===== config.mk =====
export PLATFORM = sky130hd
export DESIGN_NAME = cache_lookup
export DESIGN_NICKNAME = d
export VERILOG_FILES = /design/src/hdl/cache_pkg.sv /design/src/hdl/cache_lookup.sv
export VERILOG_INCLUDE_DIRS = /design/src /design/src/include
export SDC_FILE = /design/constraint.sdc
export NUM_CORES = 1
export LEC_CHECK = 0
export ABC_CLOCK_PERIOD_IN_PS = 5390
export BUFFER_PORTS_ARGS = -buffer_cell sky130_fd_sc_hd__buf_4
export CAP_MARGIN = 15
export CORE_AREA = 5 5 216 218
export CTS_CLUSTER_DIAMETER = 30
export CTS_CLUSTER_SIZE = 12
export DETAILED_ROUTE_END_ITERATION = 6
export DIE_AREA = 0 0 221 223
export SYNTH_ARGS = -nofsm -noshare
export SYNTH_HDL_FRONTEND = slang
export SYNTH_SLANG_ARGS = --single-unit

===== constraint.sdc =====
create_clock -name clk -period 5.39 [get_ports clk]
set_clock_uncertainty 0.1 [all_clocks]
set_input_delay 1.617 -clock clk [delete_from_list [all_inputs] [get_ports clk]]
set_output_delay 1.617 -clock clk [all_outputs]
set_load 0.005 [all_outputs]

===== src/include/cache_macros.svh =====
`ifndef CACHE_MACROS_SVH
`define CACHE_MACROS_SVH

// cache geometry
`define CACHE_WAYS 2
`define CACHE_SETS 16

// address split: tag, index, byte offset
`define CACHE_INDEX_W 4
`define CACHE_OFFSET_W 4
`define CACHE_TAG_W 24
`define CACHE_ADDR_W 32

// data path, a block holds CACHE_BEATS words
`define CACHE_WORD_W 64
`define CACHE_BEATS 2

`endif


===== src/hdl/cache_pkg.sv =====
`include "cache_macros.svh"

package cache_pkg;

	typedef logic [`CACHE_ADDR_W-1:0] addr_t;
	typedef logic [`CACHE_TAG_W-1:0] tag_t;
	typedef logic [`CACHE_INDEX_W-1:0] index_t;
	typedef logic [`CACHE_WORD_W-1:0] word_t;

	// one strobe per byte lane
	typedef logic [`CACHE_WORD_W/8-1:0] strb_t;

	// word 0 sits in the low half
	typedef logic [`CACHE_BEATS*`CACHE_WORD_W-1:0] block_t;

	typedef logic [$clog2(`CACHE_WAYS)-1:0] way_t;

	// main controller FSM
	typedef enum logic [2:0] {
		S_IDLE,
		S_LOOKUP,
		S_MISS,
		S_REPLACE,
		S_REFILL,
		S_RESP
	} ctrl_state_t;

endpackage


===== src/hdl/cache_lookup.sv =====
`timescale 1ns/1ns
`include "cache_macros.svh"

module cache_lookup (
	input logic clk,
	input logic rst,
	input cache_pkg::tag_t req_tag,
	input cache_pkg::index_t req_index,
	input logic req_word,
	input cache_pkg::tag_t way_tags [`CACHE_WAYS],
	input logic [`CACHE_WAYS-1:0] way_valid,
	input logic [`CACHE_WAYS-1:0] way_dirty,
	input cache_pkg::block_t way_blocks [`CACHE_WAYS],
	input logic capture,
	input logic refill_done,
	output logic hit,
	output cache_pkg::way_t hit_way,
	output cache_pkg::word_t hit_word,
	output cache_pkg::way_t victim_way,
	output logic victim_dirty,
	output cache_pkg::addr_t victim_addr,
	output cache_pkg::block_t victim_block
);

	logic [`CACHE_WAYS-1:0] way_hit;
	cache_pkg::way_t rr_bits [`CACHE_SETS];
	cache_pkg::way_t victim_sel;

	for (genvar w = 0; w < `CACHE_WAYS; w++) begin : g_cmp
		assign way_hit[w] = way_valid[w] && (way_tags[w] == req_tag);
	end

	assign hit = |way_hit;

	always_comb begin
		hit_way = '0;
		for (int w = 0; w < `CACHE_WAYS; w++) begin
			if (way_hit[w]) begin
				hit_way = cache_pkg::way_t'(w);
			end
		end
	end

	assign hit_word = way_blocks[hit_way][req_word*`CACHE_WORD_W +: `CACHE_WORD_W];

	// round robin, one pointer per set
	assign victim_sel = rr_bits[req_index];

	always_ff @(posedge clk) begin
		if (rst) begin
			for (int s = 0; s < `CACHE_SETS; s++) begin
				rr_bits[s] <= '0;
			end
			victim_dirty <= 1'b0;
		end else begin
			if (refill_done) begin
				rr_bits[req_index] <= rr_bits[req_index] + 1'b1;
			end
			if (capture) begin
				victim_dirty <= way_valid[victim_sel] && way_dirty[victim_sel];
			end
		end
	end

	// victim line snapshot for writeback
	always_ff @(posedge clk) begin
		if (capture) begin
			victim_way <= victim_sel;
			victim_addr <= {way_tags[victim_sel], req_index, {`CACHE_OFFSET_W{1'b0}}};
			victim_block <= way_blocks[victim_sel];
		end
	end

	// a tag is never resident in two ways of one set
	assert property (@(posedge clk) disable iff (rst) $onehot0(way_hit));

endmodule


==> summary.json <==
{
  "outcome": {
    "status": "finished clean"
  },
  "placement": {
    "portBuffers": 564,
    "dp_worst_setup_slack_ns": -0.1316,
    "detailed_place_hpwl_um": 29730,
    "finalWeightedCongestion": 0.9175,
    "placed_area_um2": 14570
  },
  "grt": {
    "grt_start_max_net_pins": 89,
    "grt_util_met3_pct": 4.974,
    "global_route.usage.met2_pct": 24.89,
    "grt_antenna_before_repair": 0,
    "grtUsageMet1_pct": 16.45,
    "grt_most_used_layer": "met2",
    "grt_remaining_overflow": 0,
    "vias_in_the_first_global_route": 8054,
    "track_usage_pct": 14.36,
    "grt_first_pass_wirelength_um": 52940
  },
  "pwr": {
    "power_density_over_the_cells_nw_per_um2": 260.6,
    "p_int_mw": 3.053,
    "p_seq_share_pct": 41.3,
    "p_leak_nw": 6.356,
    "sw_power_mw": 0.9648,
    "peakVddDrop_v": 0.0001921,
    "p_comb_share_pct": 22.9,
    "clock_power_share_pct": 35.7,
    "switching_share_pct": 24.01
  },
  "sta": {
    "report.final.setup_viol": 0,
    "finalCriticalPeriod_ns": 5.263,
    "period_share_pct": 97.64,
    "max_slew_margin_pct": 38.05,
    "fmax_mhz": 190.0,
    "report.final.slew_viol_count": 0,
    "hold_viol": 0,
    "layout_setup_ws_ns": 0.1275,
    "unrepaired_setup_endpoints_after_global_routing": "true",
    "timing_worst_slew_pin_value_ns": 0.9292
  },
  "worst_setup_path": {
    "setup.worst_path.class": "in2out",
    "critPathTopFamily": "buffers and inverters",
    "crit_fanout": 8,
    "cp-start-kind": "primary input",
    "startpoint": "req_tag[5]",
    "r2r_end": "victim_block[127]",
    "cp.required_ns": 3.67,
    "worst-r2r-cell-count": 5,
    "cp_cell_sequence": "buf_4 -> xor2_2 -> buf_4 -> nor4_2 -> nand4_1 -> buf_6 -> inv_4 -> buf_12 -> mux4_2 -> buf_6",
    "crit-reg2reg-launch": "rr_bits[3]",
    "cp-endpoint": "hit_word[54]",
    "worst_path_largest_cell_delay_ns": 0.53,
    "worst-path-stages": 10,
    "cp_endpoint_kind": "output pin",
    "critical_path_buf_inv_count": 6,
    "worst_ep_arrival_time_ns": 3.55,
    "regToRegSetupSlack_ns": 2.74,
    "critical-path-slowest-cell": "sky130_fd_sc_hd__mux4_2"
  },
  "synthesis": {
    "ys_types": 32,
    "synth.yosys.warnings": 0,
    "netlist_instances": 560,
    "yosys_register_bits": 174,
    "post_synth_instance_area_um2": 9530,
    "sequential_element_share_of_the_synthesized_area_pct": 54.72,
    "post_synth.cell_area_avg_um2": 17.02
  },
  "cts": {
    "clk_latency_ns": 0.47,
    "tritoncts": "yes",
    "clock_tree.buffer_depth": 2,
    "h_tree_levels": 4,
    "cts.root.buffer_cell": "sky130_fd_sc_hd__clkbuf_16",
    "clkSlewWorstSetupHoldPaths_ns": 0.07,
    "cts.sinks": 174,
    "cts_bufs_inserted": 17
  },
  "die": {
    "placement_row_count": 78,
    "die_x_um": 221,
    "die_height_um": 223,
    "die_area_um2": 49280,
    "initial_core_utilization_pct": 21.32,
    "io_pins": 569,
    "core-area_um2": 44700
  },
  "drt": {
    "post-route-drc-count": 0,
    "drtIter0Drc": 356,
    "routed_wire_length_per_instance_um": 21.09,
    "first_pass_iteration_count_of_the_detailed_router": 4,
    "num_vias": 7596,
    "number_of_nets_still_failing_antenna_checks_after_routing": 0,
    "vias_per_cell": 4.356,
    "wirelength_um": 36780
  },
  "layout": {
    "proportion_of_layout_cells_with_a_drive_suffix_above_1_pct": 74.56,
    "diodes": 0,
    "filler_cell_count": 4435,
    "layout.cell_area.non_filler_um2": 15420,
    "layout.nets": 1472,
    "syn2layout_area_growth_pct": 61.77
  },
  "flow_run": {
    "drv.max_cap_violation_count": 0
  },
  "hold_path": {
    "hold_path.class": "reg2reg"
  }
}
==> cells in the final DEF (no fill, tap or decap), types with 3 or more instances in the layout <==
cell type / n
sky130_fd_sc_hd__buf_6: 12
sky130_fd_sc_hd__a21o_1: 9
sky130_fd_sc_hd__nand2b_1: 4
sky130_fd_sc_hd__conb_1: 4
sky130_fd_sc_hd__xnor2_1: 12
sky130_fd_sc_hd__buf_4: 566
sky130_fd_sc_hd__nand2_1: 6
sky130_fd_sc_hd__nand4_1: 6
sky130_fd_sc_hd__nor2b_1: 3
sky130_fd_sc_hd__mux4_2: 68
sky130_fd_sc_hd__buf_12: 5
sky130_fd_sc_hd__edfxtp_1: 173
sky130_fd_sc_hd__o21bai_1: 4
sky130_fd_sc_hd__nor3_1: 3
sky130_fd_sc_hd__xnor2_2: 10
sky130_fd_sc_hd__xor2_1: 25
sky130_fd_sc_hd__nor4_1: 4
sky130_fd_sc_hd__nor2_1: 20
sky130_fd_sc_hd__mux2_2: 152
sky130_fd_sc_hd__a41o_1: 3
sky130_fd_sc_hd__nand3_1: 5
sky130_fd_sc_hd__clkinv_2: 3
sky130_fd_sc_hd__clkbuf_16: 17
sky130_fd_sc_hd__bufinv_16: 6
==> cell usage after synthesis <==
master | n | area share (%)
sky130_fd_sc_hd__a21o_1 | 9 | 0.71
sky130_fd_sc_hd__mux2_2 | 152 | 18
sky130_fd_sc_hd__or3_1 | 1 | 0.066
sky130_fd_sc_hd__clkbuf_1 | 9 | 0.35
sky130_fd_sc_hd__or2_2 | 1 | 0.066
sky130_fd_sc_hd__nand2b_1 | 4 | 0.26
sky130_fd_sc_hd__inv_1 | 1 | 0.039
sky130_fd_sc_hd__nand4_1 | 6 | 0.39
sky130_fd_sc_hd__buf_4 | 6 | 0.47
sky130_fd_sc_hd__buf_6 | 1 | 0.12
sky130_fd_sc_hd__nor3_1 | 3 | 0.16
sky130_fd_sc_hd__inv_2 | 1 | 0.039
sky130_fd_sc_hd__xor2_1 | 26 | 2.4
sky130_fd_sc_hd__o21bai_1 | 4 | 0.32
sky130_fd_sc_hd__dfxtp_1 | 1 | 0.21
sky130_fd_sc_hd__nand2_1 | 6 | 0.24
sky130_fd_sc_hd__nor2_1 | 20 | 0.79
sky130_fd_sc_hd__buf_2 | 21 | 1.1
sky130_fd_sc_hd__nand3_1 | 6 | 0.32
sky130_fd_sc_hd__a22oi_1 | 1 | 0.079
sky130_fd_sc_hd__a41o_1 | 3 | 0.32
sky130_fd_sc_hd__o41ai_1 | 1 | 0.092
sky130_fd_sc_hd__nor2b_1 | 3 | 0.20
sky130_fd_sc_hd__and2_1 | 1 | 0.066
sky130_fd_sc_hd__nor4_1 | 6 | 0.39
sky130_fd_sc_hd__a311oi_1 | 1 | 0.092
sky130_fd_sc_hd__or2_1 | 1 | 0.066
sky130_fd_sc_hd__conb_1 | 1 | 0.039
sky130_fd_sc_hd__or2_0 | 1 | 0.066
sky130_fd_sc_hd__xnor2_1 | 22 | 2.0
sky130_fd_sc_hd__edfxtp_1 | 173 | 55
sky130_fd_sc_hd__mux4_2 | 68 | 16
==> metal layers <==
| layer | routed length, µm | vias to the layer above |
|---|---|---|
| li1 | - | 3411 |
| met2 | 18950 | 390 |
| met5 | 0 | - |
| met4 | 990 | 0 |
| met3 | 2840 | 41 |
| met1 | 14000 | 3754 |
==> worst min-delay path by stage <==
stage,start,to,slack (ns),cells after the start
CTS,victim_dirty,victim_dirty,0.42,2
finish,victim_dirty,victim_dirty,0.42,2
detailed placement,victim_dirty,victim_dirty,0.41,2
floorplan,victim_dirty,victim_dirty,0.39,2
global placement,victim_dirty,victim_dirty,0.42,2
global route,victim_dirty,victim_dirty,0.45,2
==> registers in the layout, summed over array words and instances, names as in the netlist <==
name and flops:
rr_bits 16, victim_block 128, victim_dirty 1, victim_way 1, victim_addr 28
==> repair_timing <==
item	CTS	global route
endpoints found under the setup margin	60	40
buffers inserted	3	1
hold buffers	0	0
resized for setup	8	22
pin swaps	3	10
cloned	0	0
==> kinds of logic after synthesis <==
group           count (synthesis)  share of synthesized area, %
buf+inv                        39                         2.127
simple gates                   59                         3.072
other cells                     1                       0.03935
flops                         174                         54.72
compound gates                 19                         1.602
mux                           220                         34.03
xor+xnor                       48                         4.411
==> power by group through the flow <==
stage,Combinational (mW),Sequential [mW],Clock [mW]
floorplan,0.330,1.70,0
global placement,0.919,1.69,0
detailed placement,0.922,1.69,0
CTS,0.926,1.66,1.50
global route,0.984,1.67,1.54
finish,0.922,1.66,1.44
==> stage by stage <==
step	util [%]	setup TNS, ns	hold slack, ns	cells	power (mW)
final	34.49	0	0.4193	1744	4.018
after global placement	32.59	-3.674	0.4169	1709	2.608
after floorplan	-	0	0.3920	563	2.030
after detailed placement	32.59	-3.329	0.4084	1709	2.614
after global routing	34.49	-0.1629	0.4529	1744	4.198
after CTS	34.22	0	0.4191	1743	4.084
==> area by class of cell <==
class                      count  area [µm²]  area share [%]
tap                          600       750.7           4.869
inverter                       2       10.01         0.06492
clock buffer                  18       429.2           2.784
sequential                   174        5215           33.83
clock inverter                14       239.0           1.550
multi-input combinational    350        4232           27.45
timing repair buffer         586        4542           29.46
==> tightest hold or removal path, delay by kind of cell, from the launching register on <==
kind	cells	cell delay (ns)
flip-flops	1	0.32
AND/OR/NAND/NOR	1	0.10
AO/OA/AOI/OAI	1	0.05
Note: power is estimated with default switching activity, not from simulation.
