### src/include/cache_macros.svh
`ifndef CACHE_MACROS_SVH
`define CACHE_MACROS_SVH

// cache geometry
`define CACHE_WAYS 2
`define CACHE_SETS 16

// address split: tag, index, byte offset
`define CACHE_INDEX_W 4
`define CACHE_OFFSET_W 4
`define CACHE_TAG_W 24
`define CACHE_ADDR_W 32

// data path, a block holds CACHE_BEATS words
`define CACHE_WORD_W 64
`define CACHE_BEATS 2

`endif

### src/hdl/cache_pkg.sv
`include "cache_macros.svh"

package cache_pkg;

	typedef logic [`CACHE_ADDR_W-1:0] addr_t;
	typedef logic [`CACHE_TAG_W-1:0] tag_t;
	typedef logic [`CACHE_INDEX_W-1:0] index_t;
	typedef logic [`CACHE_WORD_W-1:0] word_t;

	// one strobe per byte lane
	typedef logic [`CACHE_WORD_W/8-1:0] strb_t;

	// word 0 sits in the low half
	typedef logic [`CACHE_BEATS*`CACHE_WORD_W-1:0] block_t;

	typedef logic [$clog2(`CACHE_WAYS)-1:0] way_t;

	// main controller FSM
	typedef enum logic [2:0] {
		S_IDLE,
		S_LOOKUP,
		S_MISS,
		S_REPLACE,
		S_REFILL,
		S_RESP
	} ctrl_state_t;

endpackage

### src/hdl/cache_ctrl.sv
`timescale 1ns/1ns
`include "cache_macros.svh"

module cache_ctrl (
	input logic clk,
	input logic rst,
	input logic req_valid,
	input logic req_we,
	input cache_pkg::addr_t req_addr,
	input cache_pkg::strb_t req_strb,
	input cache_pkg::word_t req_wdata,
	output logic addr_ok,
	output logic data_ok,
	output cache_pkg::word_t rdata,
	output logic mem_rd_req,
	output cache_pkg::addr_t mem_rd_addr,
	input logic mem_rd_valid,
	input logic mem_rd_last,
	input cache_pkg::word_t mem_rd_data,
	output logic mem_wr_valid,
	output cache_pkg::addr_t mem_wr_addr,
	output cache_pkg::block_t mem_wr_data,
	input logic mem_wr_ready,
	input logic hit,
	input cache_pkg::way_t hit_way,
	input cache_pkg::word_t hit_word,
	input cache_pkg::way_t victim_way,
	input logic victim_dirty,
	input cache_pkg::addr_t victim_addr,
	input cache_pkg::block_t victim_block,
	output logic capture,
	output logic refill_done,
	output cache_pkg::tag_t req_tag,
	output cache_pkg::index_t req_index,
	output logic req_word,
	output logic rd_en,
	output cache_pkg::index_t rd_index,
	output logic wr_data_en,
	output cache_pkg::way_t wr_way,
	output logic wr_word,
	output cache_pkg::index_t wr_index,
	output cache_pkg::word_t wr_word_data,
	output logic wr_tag_en,
	output cache_pkg::tag_t wr_tag,
	output logic wr_dirty
);

	cache_pkg::ctrl_state_t state;
	cache_pkg::ctrl_state_t state_nxt;

	logic buf_we;
	cache_pkg::strb_t buf_strb;
	cache_pkg::word_t buf_wdata;
	logic accept;
	logic write_hit;
	logic refill_beat;
	logic [$clog2(`CACHE_BEATS)-1:0] beat_cnt;
	cache_pkg::word_t refill_word;
	cache_pkg::word_t resp_word;

	// strobed bytes of new_word laid over old_word
	function automatic cache_pkg::word_t merge_bytes(
		input cache_pkg::word_t old_word,
		input cache_pkg::word_t new_word,
		input cache_pkg::strb_t strb
	);
		cache_pkg::word_t merged;
		merged = old_word;
		for (int i = 0; i < $bits(cache_pkg::strb_t); i++) begin
			if (strb[i]) begin
				merged[8*i +: 8] = new_word[8*i +: 8];
			end
		end
		return merged;
	endfunction

	assign addr_ok = (state == cache_pkg::S_IDLE) ||
		(state == cache_pkg::S_LOOKUP && hit && !buf_we);
	assign accept = req_valid && addr_ok;
	assign write_hit = (state == cache_pkg::S_LOOKUP) && hit && buf_we;
	assign refill_beat = (state == cache_pkg::S_REFILL) && mem_rd_valid;

	always_ff @(posedge clk) begin
		if (rst) begin
			state <= cache_pkg::S_IDLE;
		end else begin
			state <= state_nxt;
		end
	end

	always_comb begin
		state_nxt = state;
		case (state)
			cache_pkg::S_IDLE: begin
				if (accept) begin
					state_nxt = cache_pkg::S_LOOKUP;
				end
			end
			cache_pkg::S_LOOKUP: begin
				// a read hit with a new request stays in lookup
				if (!hit) begin
					state_nxt = cache_pkg::S_MISS;
				end else if (!accept) begin
					state_nxt = cache_pkg::S_IDLE;
				end
			end
			cache_pkg::S_MISS: begin
				state_nxt = victim_dirty ? cache_pkg::S_REPLACE : cache_pkg::S_REFILL;
			end
			cache_pkg::S_REPLACE: begin
				if (mem_wr_ready) begin
					state_nxt = cache_pkg::S_REFILL;
				end
			end
			cache_pkg::S_REFILL: begin
				if (mem_rd_valid && mem_rd_last) begin
					state_nxt = cache_pkg::S_RESP;
				end
			end
			default: begin
				state_nxt = cache_pkg::S_IDLE;
			end
		endcase
	end

	// request buffer
	always_ff @(posedge clk) begin
		if (accept) begin
			buf_we <= req_we;
			req_tag <= req_addr[`CACHE_ADDR_W-1 -: `CACHE_TAG_W];
			req_index <= req_addr[`CACHE_OFFSET_W +: `CACHE_INDEX_W];
			req_word <= req_addr[`CACHE_OFFSET_W-1];
			buf_strb <= req_strb;
			buf_wdata <= req_wdata;
		end
	end

	// lookup reads with the incoming index
	assign rd_en = accept;
	assign rd_index = req_addr[`CACHE_OFFSET_W +: `CACHE_INDEX_W];

	// victim snapshot taken as lookup misses
	assign capture = (state == cache_pkg::S_LOOKUP) && !hit;

	always_ff @(posedge clk) begin
		if (rst || state != cache_pkg::S_REFILL) begin
			beat_cnt <= '0;
		end else if (mem_rd_valid) begin
			beat_cnt <= beat_cnt + 1'b1;
		end
	end

	assign refill_word = (buf_we && beat_cnt == req_word) ?
		merge_bytes(mem_rd_data, buf_wdata, buf_strb) : mem_rd_data;
	assign refill_done = refill_beat && mem_rd_last;

	always_ff @(posedge clk) begin
		if (refill_beat && beat_cnt == req_word) begin
			resp_word <= refill_word;
		end
	end

	always_comb begin
		wr_data_en = 1'b0;
		wr_way = hit_way;
		wr_word = req_word;
		wr_index = req_index;
		wr_word_data = merge_bytes(hit_word, buf_wdata, buf_strb);
		wr_tag_en = 1'b0;
		wr_tag = req_tag;
		wr_dirty = 1'b1;
		if (write_hit) begin
			wr_data_en = 1'b1;
		end else if (refill_beat) begin
			wr_data_en = 1'b1;
			wr_way = victim_way;
			wr_word = beat_cnt;
			wr_word_data = refill_word;
			// tag goes in with the last beat
			wr_tag_en = mem_rd_last;
			wr_dirty = buf_we;
		end
	end

	assign data_ok = (state == cache_pkg::S_LOOKUP && hit) || (state == cache_pkg::S_RESP);
	assign rdata = (state == cache_pkg::S_LOOKUP) ? hit_word : resp_word;

	// memory ports
	assign mem_rd_req = (state == cache_pkg::S_REFILL);
	assign mem_rd_addr = {req_tag, req_index, {`CACHE_OFFSET_W{1'b0}}};
	assign mem_wr_valid = (state == cache_pkg::S_REPLACE);
	assign mem_wr_addr = victim_addr;
	assign mem_wr_data = victim_block;

	assert property (@(posedge clk) disable iff (rst)
		mem_wr_valid && !mem_wr_ready |=>
		mem_wr_valid && $stable(mem_wr_addr) && $stable(mem_wr_data));

endmodule

### config.mk
export PLATFORM = sky130hd
export DESIGN_NAME = cache_ctrl
export DESIGN_NICKNAME = d
export VERILOG_FILES = /design/src/hdl/cache_pkg.sv /design/src/hdl/cache_ctrl.sv
export VERILOG_INCLUDE_DIRS = /design/src /design/src/include
export SDC_FILE = /design/constraint.sdc
export NUM_CORES = 1
export LEC_CHECK = 0
export BUFFER_PORTS_ARGS = -buffer_cell sky130_fd_sc_hd__buf_2
export CORE_AREA = 2 2 307 309
export CTS_CLUSTER_SIZE = 40
export DETAILED_ROUTE_END_ITERATION = 12
export DIE_AREA = 0 0 309 311
export SYNTH_ARGS = -nofsm -noshare
export SYNTH_HDL_FRONTEND = slang
export SYNTH_SLANG_ARGS = --single-unit
### constraint.sdc
create_clock -name clk -period 4.9 [get_ports clk]
set_clock_uncertainty 0.1 [all_clocks]
set_input_delay 0.98 -clock clk [delete_from_list [all_inputs] [get_ports clk]]
set_output_delay 0.98 -clock clk [all_outputs]
set_load 0.01 [all_outputs]
==> metrics.txt, run 1 <==
outcome=finished, final reports clean; Switching Fraction=33.1%; XOR/XNOR Fraction of Synth Area=0.251%; Routed Antenna Nets=0; Core Rows=112; Synth area leaders=edfxtp_1, buf_4, mux2_2, o221a_1, mux2_1; CTS root buffer=clkbuf_16; drt pass-1 iters=5; placement-stage cell area=12,700 µm²; Synth warnings=0; internal power=2.77 mW; total die area=96,100 µm²; die span in x=309 µm; sequential element share of the synthesized area=48.3%; Crit. End Element=primary output; Least-Margin Pin Slew=0.760 ns; share of power burned in registers=42.9%; Clock Tree Buf Depth=2; top cells by count, synth=buf_4, edfxtp_1, mux2_2; Post-synth EDFFs=166; GPL Wtd Cong=0.811; CTS tree=done; hold buffer count at CTS=0; P&R area growth vs syn=27.6%; Max H-tree Level=4; largest net degree at the start of global routing=103; minimum clock period=4.19 ns; Via density=3.42; distinct cell type count after synthesis=35; routed wire length=59,000 µm; net switching power=1.38 mW; Fillers=10,500; Synth area leader=edfxtp_1; largest family of logic cells by synthesized area=buffers and inverters; peak fanout along the critical path=20; Max Clock Freq=239 MHz; nets=1,472; utilization after layout=14.4%; share of the synthesized area in the top cell type=47.6%; Hold Path Class=flip-flop to flip-flop; worst skew pair latency=0.53 ns; Tot GR Track Use=11.9%; most frequent cell after synthesis=buf_4; simple-gate area share of the yosys netlist=6.58%; Ports=796; via count=8,015; post-synthesis mux area share=13.8%; critical path type=flip-flop to primary output; Clock Sinks=170; critical path arrival=3.11 ns; per-cell routed wire length=25.2 µm; setup repair bufs after CTS=0; final setup fails=0; total gr overflow=0; die height=311 µm; vias in the first global route=8,133; async set or reset register ratio after synthesis=0%; Primary FF master, synth=edfxtp_1; Synth Area in Compound Gates=12.7%; DRC violations left=0; Mapped Cells=830; Worst VDD drop=0.315 mV; Gate power share=21.2%; CTS Buf Count=17; clock power share=35.9%; final instance area=13,400 µm²; FF+latch count, synth=170; DPL Wire Length=48,200 µm; # resized after CTS=0; Slew Viols, Final=0; DR iter-0 viols=519; core area=92,800 µm²; Tcrit/Tclk final=85.4%; Synth Area in Adders=0%; setup_tns=0 ns; Lkg Pwr=5.16 nW; initial antenna violation count=20; Register Area=5060 µm²; critical path data required time=3.82 ns; Initial Utilization=11.3%; multi-input logic area=3550 µm²; worst rel slew slack=49.3%; clock slew at reported path FFs=0.09 ns; first-pass GRT wire length=75,200 µm; Avg Inst Size Synth=12.6 µm²; Fin. Hold Viols=0; mapped cell area=10,500 µm²; pwr dens=311 nW/µm²; share of cells above drive strength 1=56.5%; startpoint types=flip-flop; Port-buffer cells=468; max cap viols=0; RSZ-0062 raised after global routing=no
[path summary, 6_finish.rpt]
path | slack, ns | from | depth (start not counted) | endpoint
hold reg to reg | 0.46 | buf_wdata[5] | 1 | resp_word[5]
setup reg to reg | 1.95 | state[1] | 4 | resp_word[54]
hold / removal | 0.46 | buf_wdata[5] | 1 | resp_word[5]
setup / recovery | 0.71 | req_word | 6 | wr_word_data[47]
[flip-flops by register name, summed over array words and instances, names as in the netlist]
name       flops
resp_word     64
buf_wdata     64
buf_we         1
req_index      4
buf_strb       8
req_word       1
req_tag       24
state          3
beat_cnt       1
[routing by layer]
layer	GRT usage [%]	wire length, µm	vias to the layer above
met1	12.2	21300	3898
met2	19.3	27100	581
met3	6.21	7220	144
met4	6.77	3280	14
met5	0	70	-
li1	-	-	3378
[cells by family (layout without fill, tap and decap cells)]
logic type | after synthesis | count (layout)
AO/OA/AOI/OAI | 137 | 137
other | 1 | 11
multiplexers | 128 | 128
AND/OR/NAND/NOR | 117 | 117
XOR/XNOR | 3 | 3
buffers and inverters | 274 | 523
flip-flops | 170 | 170
[worst max-delay path, cell delays in order (launching register included)]
cell and delay, ns:
edfxtp_1 0.57, xor2_1 0.28, o21ai_4 0.49, buf_4 0.41
buf_4 0.33, o221a_1 0.25, buf_2 0.22
[through the flow]
| stage | instances | power [mW] | hold slack (ns) | worst slack [ns] |
|---|---|---|---|---|
| global placement | 2304 | 2.71 | 0.448 | 0.922 |
| detailed placement | 2304 | 2.72 | 0.451 | 0.928 |
| global route | 2337 | 4.34 | 0.479 | 0.504 |
| finish | 2343 | 4.15 | 0.463 | 0.714 |
| CTS | 2336 | 4.26 | 0.461 | 0.593 |
| floorplan | 833 | 2.38 | 0.436 | 0.181 |
[power by group through the flow]
stage	sequential, mW	clock, mW	combinational (mW)
after floorplan	1.78	0	0.598
after global placement	1.81	0	0.897
after detailed placement	1.81	0	0.902
after CTS	1.78	1.57	0.907
after global routing	1.79	1.60	0.947
final	1.78	1.49	0.881
[cells in the final DEF (no fill, tap or decap), drive strengths merged]
cell     count
and3         8
clkinv       6
nand3        6
inv         12
mux2       128
a211oi       2
and2        64
nor2b        1
conb         4
buf        488
dfxtp        4
nand3b       1
a31oi        1
diode        7
a21oi        4
clkbuf      17
nor2         7
and4bb       1
xnor2        2
xor2         1
o221a       63
nor3         2
o21ai        4
nand2       22
nand4bb      1
edfxtp     166
nor3b        2
nand2b       2
a211o       63
[final cells by class]
class	instances	share of cell area [%]
tap	1254	11.7
multi-input combinational	389	26.5
sequential	170	37.9
inverter	3	0.0843
clock inverter	15	1.41
timing repair buffer	488	19.0
clock buffer	17	3.18
antenna	7	0.131
Note: power is estimated with default switching activity, not from simulation.
==> inputs of run 2 (changes only) <==
--- a/config.mk
+++ b/config.mk
@@ -7,10 +7,10 @@
 export NUM_CORES = 1
 export LEC_CHECK = 0
 export BUFFER_PORTS_ARGS = -buffer_cell sky130_fd_sc_hd__buf_2
-export CORE_AREA = 2 2 307 309
+export CORE_AREA = 2 2 308 310
 export CTS_CLUSTER_SIZE = 40
 export DETAILED_ROUTE_END_ITERATION = 12
-export DIE_AREA = 0 0 309 311
+export DIE_AREA = 0 0 310 312
 export SYNTH_ARGS = -nofsm -noshare
 export SYNTH_HDL_FRONTEND = slang
 export SYNTH_SLANG_ARGS = --single-unit
==> constraint.sdc (replaced) <==
create_clock -name clk -period 5.3 [get_ports clk]
set_clock_uncertainty 0.1 [all_clocks]
set_input_delay 1.06 -clock clk [delete_from_list [all_inputs] [get_ports clk]]
set_output_delay 1.06 -clock clk [all_outputs]
set_load 0.01 [all_outputs]
==> run 2 against run 1 <==
  * Utilization decreased by 0.10 points
  * Via count decreased by 0.56%
  * Combinational power decreased by 10%
  * Die area increased by 0.65%
  * Sequential power decreased by 8%
  * Critical path type unchanged
  * Largest cell class unchanged
==> metrics.txt, run 2 (same netlist as run 1, synthesis figures left out) <==
outcome=finished, final reports clean; initial antenna violation count=21 (+5.0%); worst skew pair latency=0.50 ns (-0.03 ns); first-pass GRT wire length=72,200 µm (-3.9%); Total Power=3.75 mW (-9.5%); core area=93,000 µm² (+0.30%); total gr overflow=0 (unchanged); CTS root buffer=clkbuf_16; final instance area=13,300 µm² (-0.40%); Clock Tree Buf Depth=2 (unchanged); final setup fails=0 (unchanged); Slew Viols, Final=0 (unchanged); GPL Wtd Cong=0.834 (+2.8%); Initial Utilization=11.3% (-0.034 points); share of power burned in registers=43.7% (+0.8 points); critical path data required time=4.14 ns (+0.32 ns); share of cells above drive strength 1=56.3% (-0.17 points); Top Registers=buf_wdata: 64 flops, resp_word: 64 flops, req_tag: 24 flops; CP Cell Sequence=xor2_1, o21ai_4, buf_12, buf_4, nand2_2, o221a_1, buf_2; net switching power=1.18 mW (-14%); worst rel slew slack=42.4% (-6.9 points); RSZ-0062 raised after global routing=no; hold buffer count at CTS=0 (unchanged); setup repair bufs after CTS=0 (unchanged); Crit. End Element=primary output; commonest non-fill, non-tap cell in the layout=buf_2; critical path's largest stage delay=0.72 ns (+0.15 ns); CTS Buf Count=17 (unchanged); Core Rows=112 (unchanged); peak fanout along the critical path=27 (+35%); # resized after CTS=0 (unchanged); Port-buffer cells=468 (unchanged); routed wire length=57,300 µm (-3.0%); Tcrit/Tclk final=85.4%; total die area=96,700 µm² (+0.65%); Switching Fraction=31.5% (-1.7 points); Fillers=10,600 (+0.52%); Crit-path slowest cell=o21ai_4; DPL Wire Length=45,700 µm (-5.3%); drt pass-1 iters=5 (unchanged); Via density=3.40 (-0.60%); largest net degree at the start of global routing=103 (unchanged); highest-count cells in the layout ignoring fill and taps=buf_2, edfxtp_1, mux2_2; minimum clock period=4.53 ns; Lkg Pwr=5.13 nW (-0.61%); die span in x=310 µm (+0.32%); Max H-tree Level=4 (unchanged); final hold slack=0.462 ns (-0.00113 ns); Fin. Hold Viols=0 (unchanged); startpoint types=flip-flop; Ports=796 (unchanged); Clock Sinks=170 (unchanged); Routed Antenna Nets=0 (unchanged); Hold Path Class=flip-flop to flip-flop; placement-stage cell area=12,700 µm² (-0.12%); critical path type=flip-flop to primary output; clock power share=35.2% (-0.7 points); Worst VDD drop=0.228 mV (-28%); critical path arrival=3.37 ns (+0.26 ns); clock slew at reported path FFs=0.07 ns (-0.02 ns); CP Launch Point=req_word; via count=7,970 (-0.56%); nets=1,470 (-0.14%); Least-Margin Pin Slew=0.860 ns (+0.101 ns); final std cells w/o fill=2,344 (+0.043%); placed insts=2,302 (-0.087%); die height=312 µm (+0.32%); internal power=2.57 mW (-7.3%); Max Clock Freq=221 MHz; CTS tree=done; Gate power share=21.1% (about the same); DRC violations left=0 (unchanged); DR iter-0 viols=461 (-11%); P&R area growth vs syn=27.0%; Tot GR Track Use=11.4% (-0.51 points); per-cell routed wire length=24.4 µm (-3.0%); setup_tns=0 ns (unchanged); pwr dens=282 nW/µm² (-9.2%); vias in the first global route=7,922 (-2.6%); max cap viols=0 (unchanged); Hold Crit Start=buf_wdata[34]; r2r startpoint=state[1]
-- run 2: cell types whose count changed in the layout (fill, tap and decap cells not counted), sizes merged --
| cell | previous run | this run |
|---|---|---|
| buf | 488 | 486 |
| bufinv | 0 | 1 |
| clkbuf | 17 | 18 |
| clkinvlp | 0 | 2 |
| diode | 7 | 10 |
| inv | 12 | 8 |
-- run 2: metrics by stage --
step | util (%) | setup WS (ns)
floorplan | - | 0.120
global placement | 13.7 | 1.08
detailed placement | 13.7 | 1.07
CTS | 14.3 | 0.613
global route | 14.3 | 0.522
finish | 14.3 | 0.775
-- run 2: power by group through the flow --
stage / combinational (mW) / sequential [mW] / clock, mW
finish: 0.791 / 1.64 / 1.32
global route: 0.854 / 1.65 / 1.42
CTS: 0.813 / 1.64 / 1.40
detailed placement: 0.810 / 1.67 / 0
global placement: 0.809 / 1.67 / 0
floorplan: 0.552 / 1.65 / 0
-- run 2: per-layer routing --
metal	share of wire, %	track usage, %	vias to the layer above
li1	-	-	3379
met1	36	11.7	3820
met4	6.2	7.27	14
met2	45	17.7	607
met5	0.15	0.0495	-
met3	13	6.49	150
-- run 2: area by class of cell --
cell class / count / area (µm²) / area share [%]
Tap cell: 1254 / 1570 / 11.8
Clock inverter: 14 / 139 / 1.04
Clock buffer: 18 / 429 / 3.22
Inverter: 3 / 11.3 / 0.0846
Sequential cell: 170 / 5060 / 38.0
Multi-Input combinational cell: 389 / 3550 / 26.6
Timing Repair Buffer: 486 / 2530 / 19.0
Antenna cell: 10 / 25.0 / 0.188
-- run 2: path summary, 6_finish.rpt --
path / to / slack (ns) / cells after the start
worst max register to register: resp_word[36] / 2.51 / 5
worst min-delay path: resp_word[34] / 0.46 / 1
worst min register to register: resp_word[34] / 0.46 / 1
worst max-delay path: wr_word_data[32] / 0.77 / 7
-- run 2: critical path, delay by kind of cell, from the launching register on --
| kind | cells | cell delay, ns |
|---|---|---|
| xor gates and xnor gates | 1 | 0.28 |
| AOI/OAI and AO/OA | 2 | 1.03 |
| buffers and inverters | 3 | 0.72 |
| DFF | 1 | 0.55 |
| and+or+nand+nor | 1 | 0.21 |
==> inputs of run 3 (changes only) <==
--- a/config.mk
+++ b/config.mk
@@ -6,11 +6,13 @@
 export SDC_FILE = /design/constraint.sdc
 export NUM_CORES = 1
 export LEC_CHECK = 0
+export ABC_AREA = 1
 export BUFFER_PORTS_ARGS = -buffer_cell sky130_fd_sc_hd__buf_2
 export CORE_AREA = 2 2 308 310
 export CTS_CLUSTER_SIZE = 40
 export DETAILED_ROUTE_END_ITERATION = 12
 export DIE_AREA = 0 0 310 312
+export GPL_TIMING_DRIVEN = 0
 export SYNTH_ARGS = -nofsm -noshare
 export SYNTH_HDL_FRONTEND = slang
 export SYNTH_SLANG_ARGS = --single-unit
==> run 3 against run 2 <==
  * Maximum frequency up 15%
  * Setup slack better by 0.58 ns
  * First-iteration DRC count increased by 11%
  * Power rose by 77%
  * Count of clock-buffer cells in the layout is the same
  * Via count is 31% higher
  * Non-clock buffer count rose by 430
  * Sequential power increased by 16%
  * Critical path type is now input port to primary output
==> metrics.txt, run 3 <==
outcome=finished, final reports clean; async set or reset register ratio after synthesis=0% (unchanged); Tot GR Track Use=12.1% (+0.75 points); critical path arrival=2.79 ns (-0.58 ns); Mapped Cells=1,164 (+40%); setup repair bufs after CTS=0 (unchanged); P&R area growth vs syn=52.0%; mapped cell area=10,500 µm² (+0.14%); Primary FF master, synth=edfxtp_1; highest-count cells in the layout ignoring fill and taps=buf_2, nand2_1, buf_4; Avg Inst Size Synth=9.01 µm² (-29%); FF+latch count, synth=170 (unchanged); Switching Fraction=44.7% (+13 points); DR iter-0 viols=510 (+11%); Crit. End Element=primary output; worst skew pair latency=0.50 ns (about the same); DPL Wire Length=52,800 µm (+16%); commonest non-fill, non-tap cell in the layout=buf_2; placed insts=3,055 (+33%); Crit-path slowest cell=buf_2; nets=2,223 (+51%); Tcrit/Tclk final=74.5% (-11 points); Max H-tree Level=4 (unchanged); sequential element share of the synthesized area=48.3% (-0.069 points); max cap viols=0 (unchanged); share of cells above drive strength 1=56.2% (about the same); drt pass-1 iters=4 (-1); Lkg Pwr=7.56 nW (+47%); Synth warnings=0 (unchanged); per-cell routed wire length=19.8 µm (-19%); Synth area leaders=edfxtp_1, buf_4, nand2_1, o21ai_2, o21ai_0; Synth area leader=edfxtp_1; CTS tree=done; Fin. Hold Viols=0 (unchanged); most frequent cell after synthesis=nand2_1; Hold Path Class=flip-flop to flip-flop; top cells by count, synth=nand2_1, buf_4, edfxtp_1; multi-input logic area=3120 µm² (-12%); Critical Path Most Common Cell=buf_2; setup_tns=0 ns (unchanged); Least-Margin Pin Slew=0.813 ns (-0.0478 ns); CP Buf/Inv Count=4 (+1); GPL Wtd Cong=0.837 (+0.37%); Register Area=5060 µm² (unchanged); Fillers=10,600 (+0.34%); Max Clock Freq=253 MHz (+15%); clock power share=20.5% (-15 points); delay-heaviest family, CP=buffers and inverters; Top Registers=buf_wdata: 64 flops, resp_word: 64 flops, req_tag: 24 flops; critical path data required time=4.14 ns (about the same); critical path's largest stage delay=0.47 ns (-0.25 ns); Core Rows=112 (unchanged); startpoint types=input port; net switching power=2.97 mW (+150%); Worst VDD drop=0.308 mV (+35%); setup ws final=1.35 ns (+0.579 ns); CTS Buf Count=17 (unchanged); via count=10,500 (+31%); placement-stage cell area=15,400 µm² (+21%); total gr overflow=0 (unchanged); Post-synth EDFFs=166 (unchanged); pwr dens=417 nW/µm² (+48%); internal power=3.68 mW (+43%); Clock Sinks=170 (unchanged); die span in x=310 µm (unchanged); # resized after CTS=0 (unchanged); RSZ-0062 raised after global routing=no; Via density=3.38 (-0.54%); largest net degree at the start of global routing=36 (-65%); CP Cell Sequence=buf_2, nand2_2, buf_2, buf_2, nand2_1, nand2_1, buf_2; CTS root buffer=clkbuf_16; final setup fails=0 (unchanged); total die area=96,700 µm² (unchanged); first-pass GRT wire length=79,200 µm (+9.6%); Setup WS pre-CTS=1.24 ns (+0.177 ns); initial antenna violation count=34 (+62%); worst rel slew slack=45.8% (+3.4 points); Ports=796 (unchanged); routed wire length=61,200 µm (+6.9%); share of power burned in registers=28.7% (-15 points); Slew Viols, Final=0 (unchanged); final std cells w/o fill=3,092 (+32%); vias in the first global route=10,200 (+28%); Initial Utilization=11.3% (+0.016 points); share of the synthesized area in the top cell type=47.5% (-0.068 points); Gate power share=50.8% (+30 points); DRC violations left=0 (unchanged); Port-buffer cells=628 (+34%); hold buffer count at CTS=0 (unchanged); final instance area=16,000 µm² (+20%); die height=312 µm (unchanged); distinct cell type count after synthesis=24 (-31%); clock slew at reported path FFs=0.07 ns (about the same); Routed Antenna Nets=0 (unchanged); peak fanout along the critical path=10 (-63%); critical path type=input port to primary output; minimum clock period=3.95 ns (-0.579 ns); core area=93,000 µm² (unchanged); Clock Tree Buf Depth=2 (unchanged)
[run 3: power by group through the flow]
stage	Sequential, mW	Combinational, mW	Clock, mW
global route	1.93	3.71	1.48
CTS	1.91	3.48	1.44
finish	1.91	3.38	1.36
floorplan	1.95	1.75	0
detailed placement	1.94	3.47	0
global placement	1.98	3.37	0
[run 3: path summary, 6_finish.rpt]
check | start | endpoint | slack [ns] | cells after the start
worst max register to register | state[2] | buf_wdata[40] | 2.92 | 7
worst min register to register | state[0] | state[0] | 0.44 | 2
worst min-delay path | state[0] | state[0] | 0.44 | 2
worst max-delay path | mem_rd_valid | wr_word_data[42] | 1.35 | 7
[run 3: worst min-delay path: cells and delay by family (launching register included)]
| family | cells | cell delay (ns) |
|---|---|---|
| AO/OA/AOI/OAI | 1 | 0.11 |
| flip-flops | 1 | 0.34 |
| AND/OR/NAND/NOR | 1 | 0.05 |
[run 3: stage by stage]
stage	hold WS (ns)	power, mW	util, %
2_1_floorplan	0.395	3.70	-
4_1_cts	0.437	6.83	17.1
6_report	0.435	6.65	17.1
3_3_place_gp	0.416	5.34	16.4
5_1_grt	0.472	7.11	17.1
3_5_place_dp	0.426	5.41	16.5
[run 3: layer usage]
metal / vias to the layer above / track usage (%) / wire [µm]
met1: 4855 / 12.8 / 22100
met2: 544 / 21.6 / 30900
met5: - / 0 / 159
met3: 94 / 5.08 / 6510
li1: 4942 / - / -
met4: 22 / 3.95 / 1500
[run 3: kinds of logic (layout without fill, tap and decap cells)]
kind of cell	after synthesis	count (layout)	share of synthesized area (%)
flip-flops	170	170	48.3
AO/OA/AOI/OAI	265	265	16.3
other	1	9	0.0357
AND/OR/NAND/NOR	362	362	13.1
buffers and inverters	365	1031	22.2
XOR/XNOR	1	1	0.0835
[run 3: area by class of cell]
type	instances	area share, %
timing repair buffer	634	20.5
inverter	83	1.95
antenna	5	0.0784
clock buffer	18	2.69
clock inverter	14	0.988
multi-input combinational	632	19.6
tap	1254	9.84
sequential	170	31.8
buffer	282	12.7
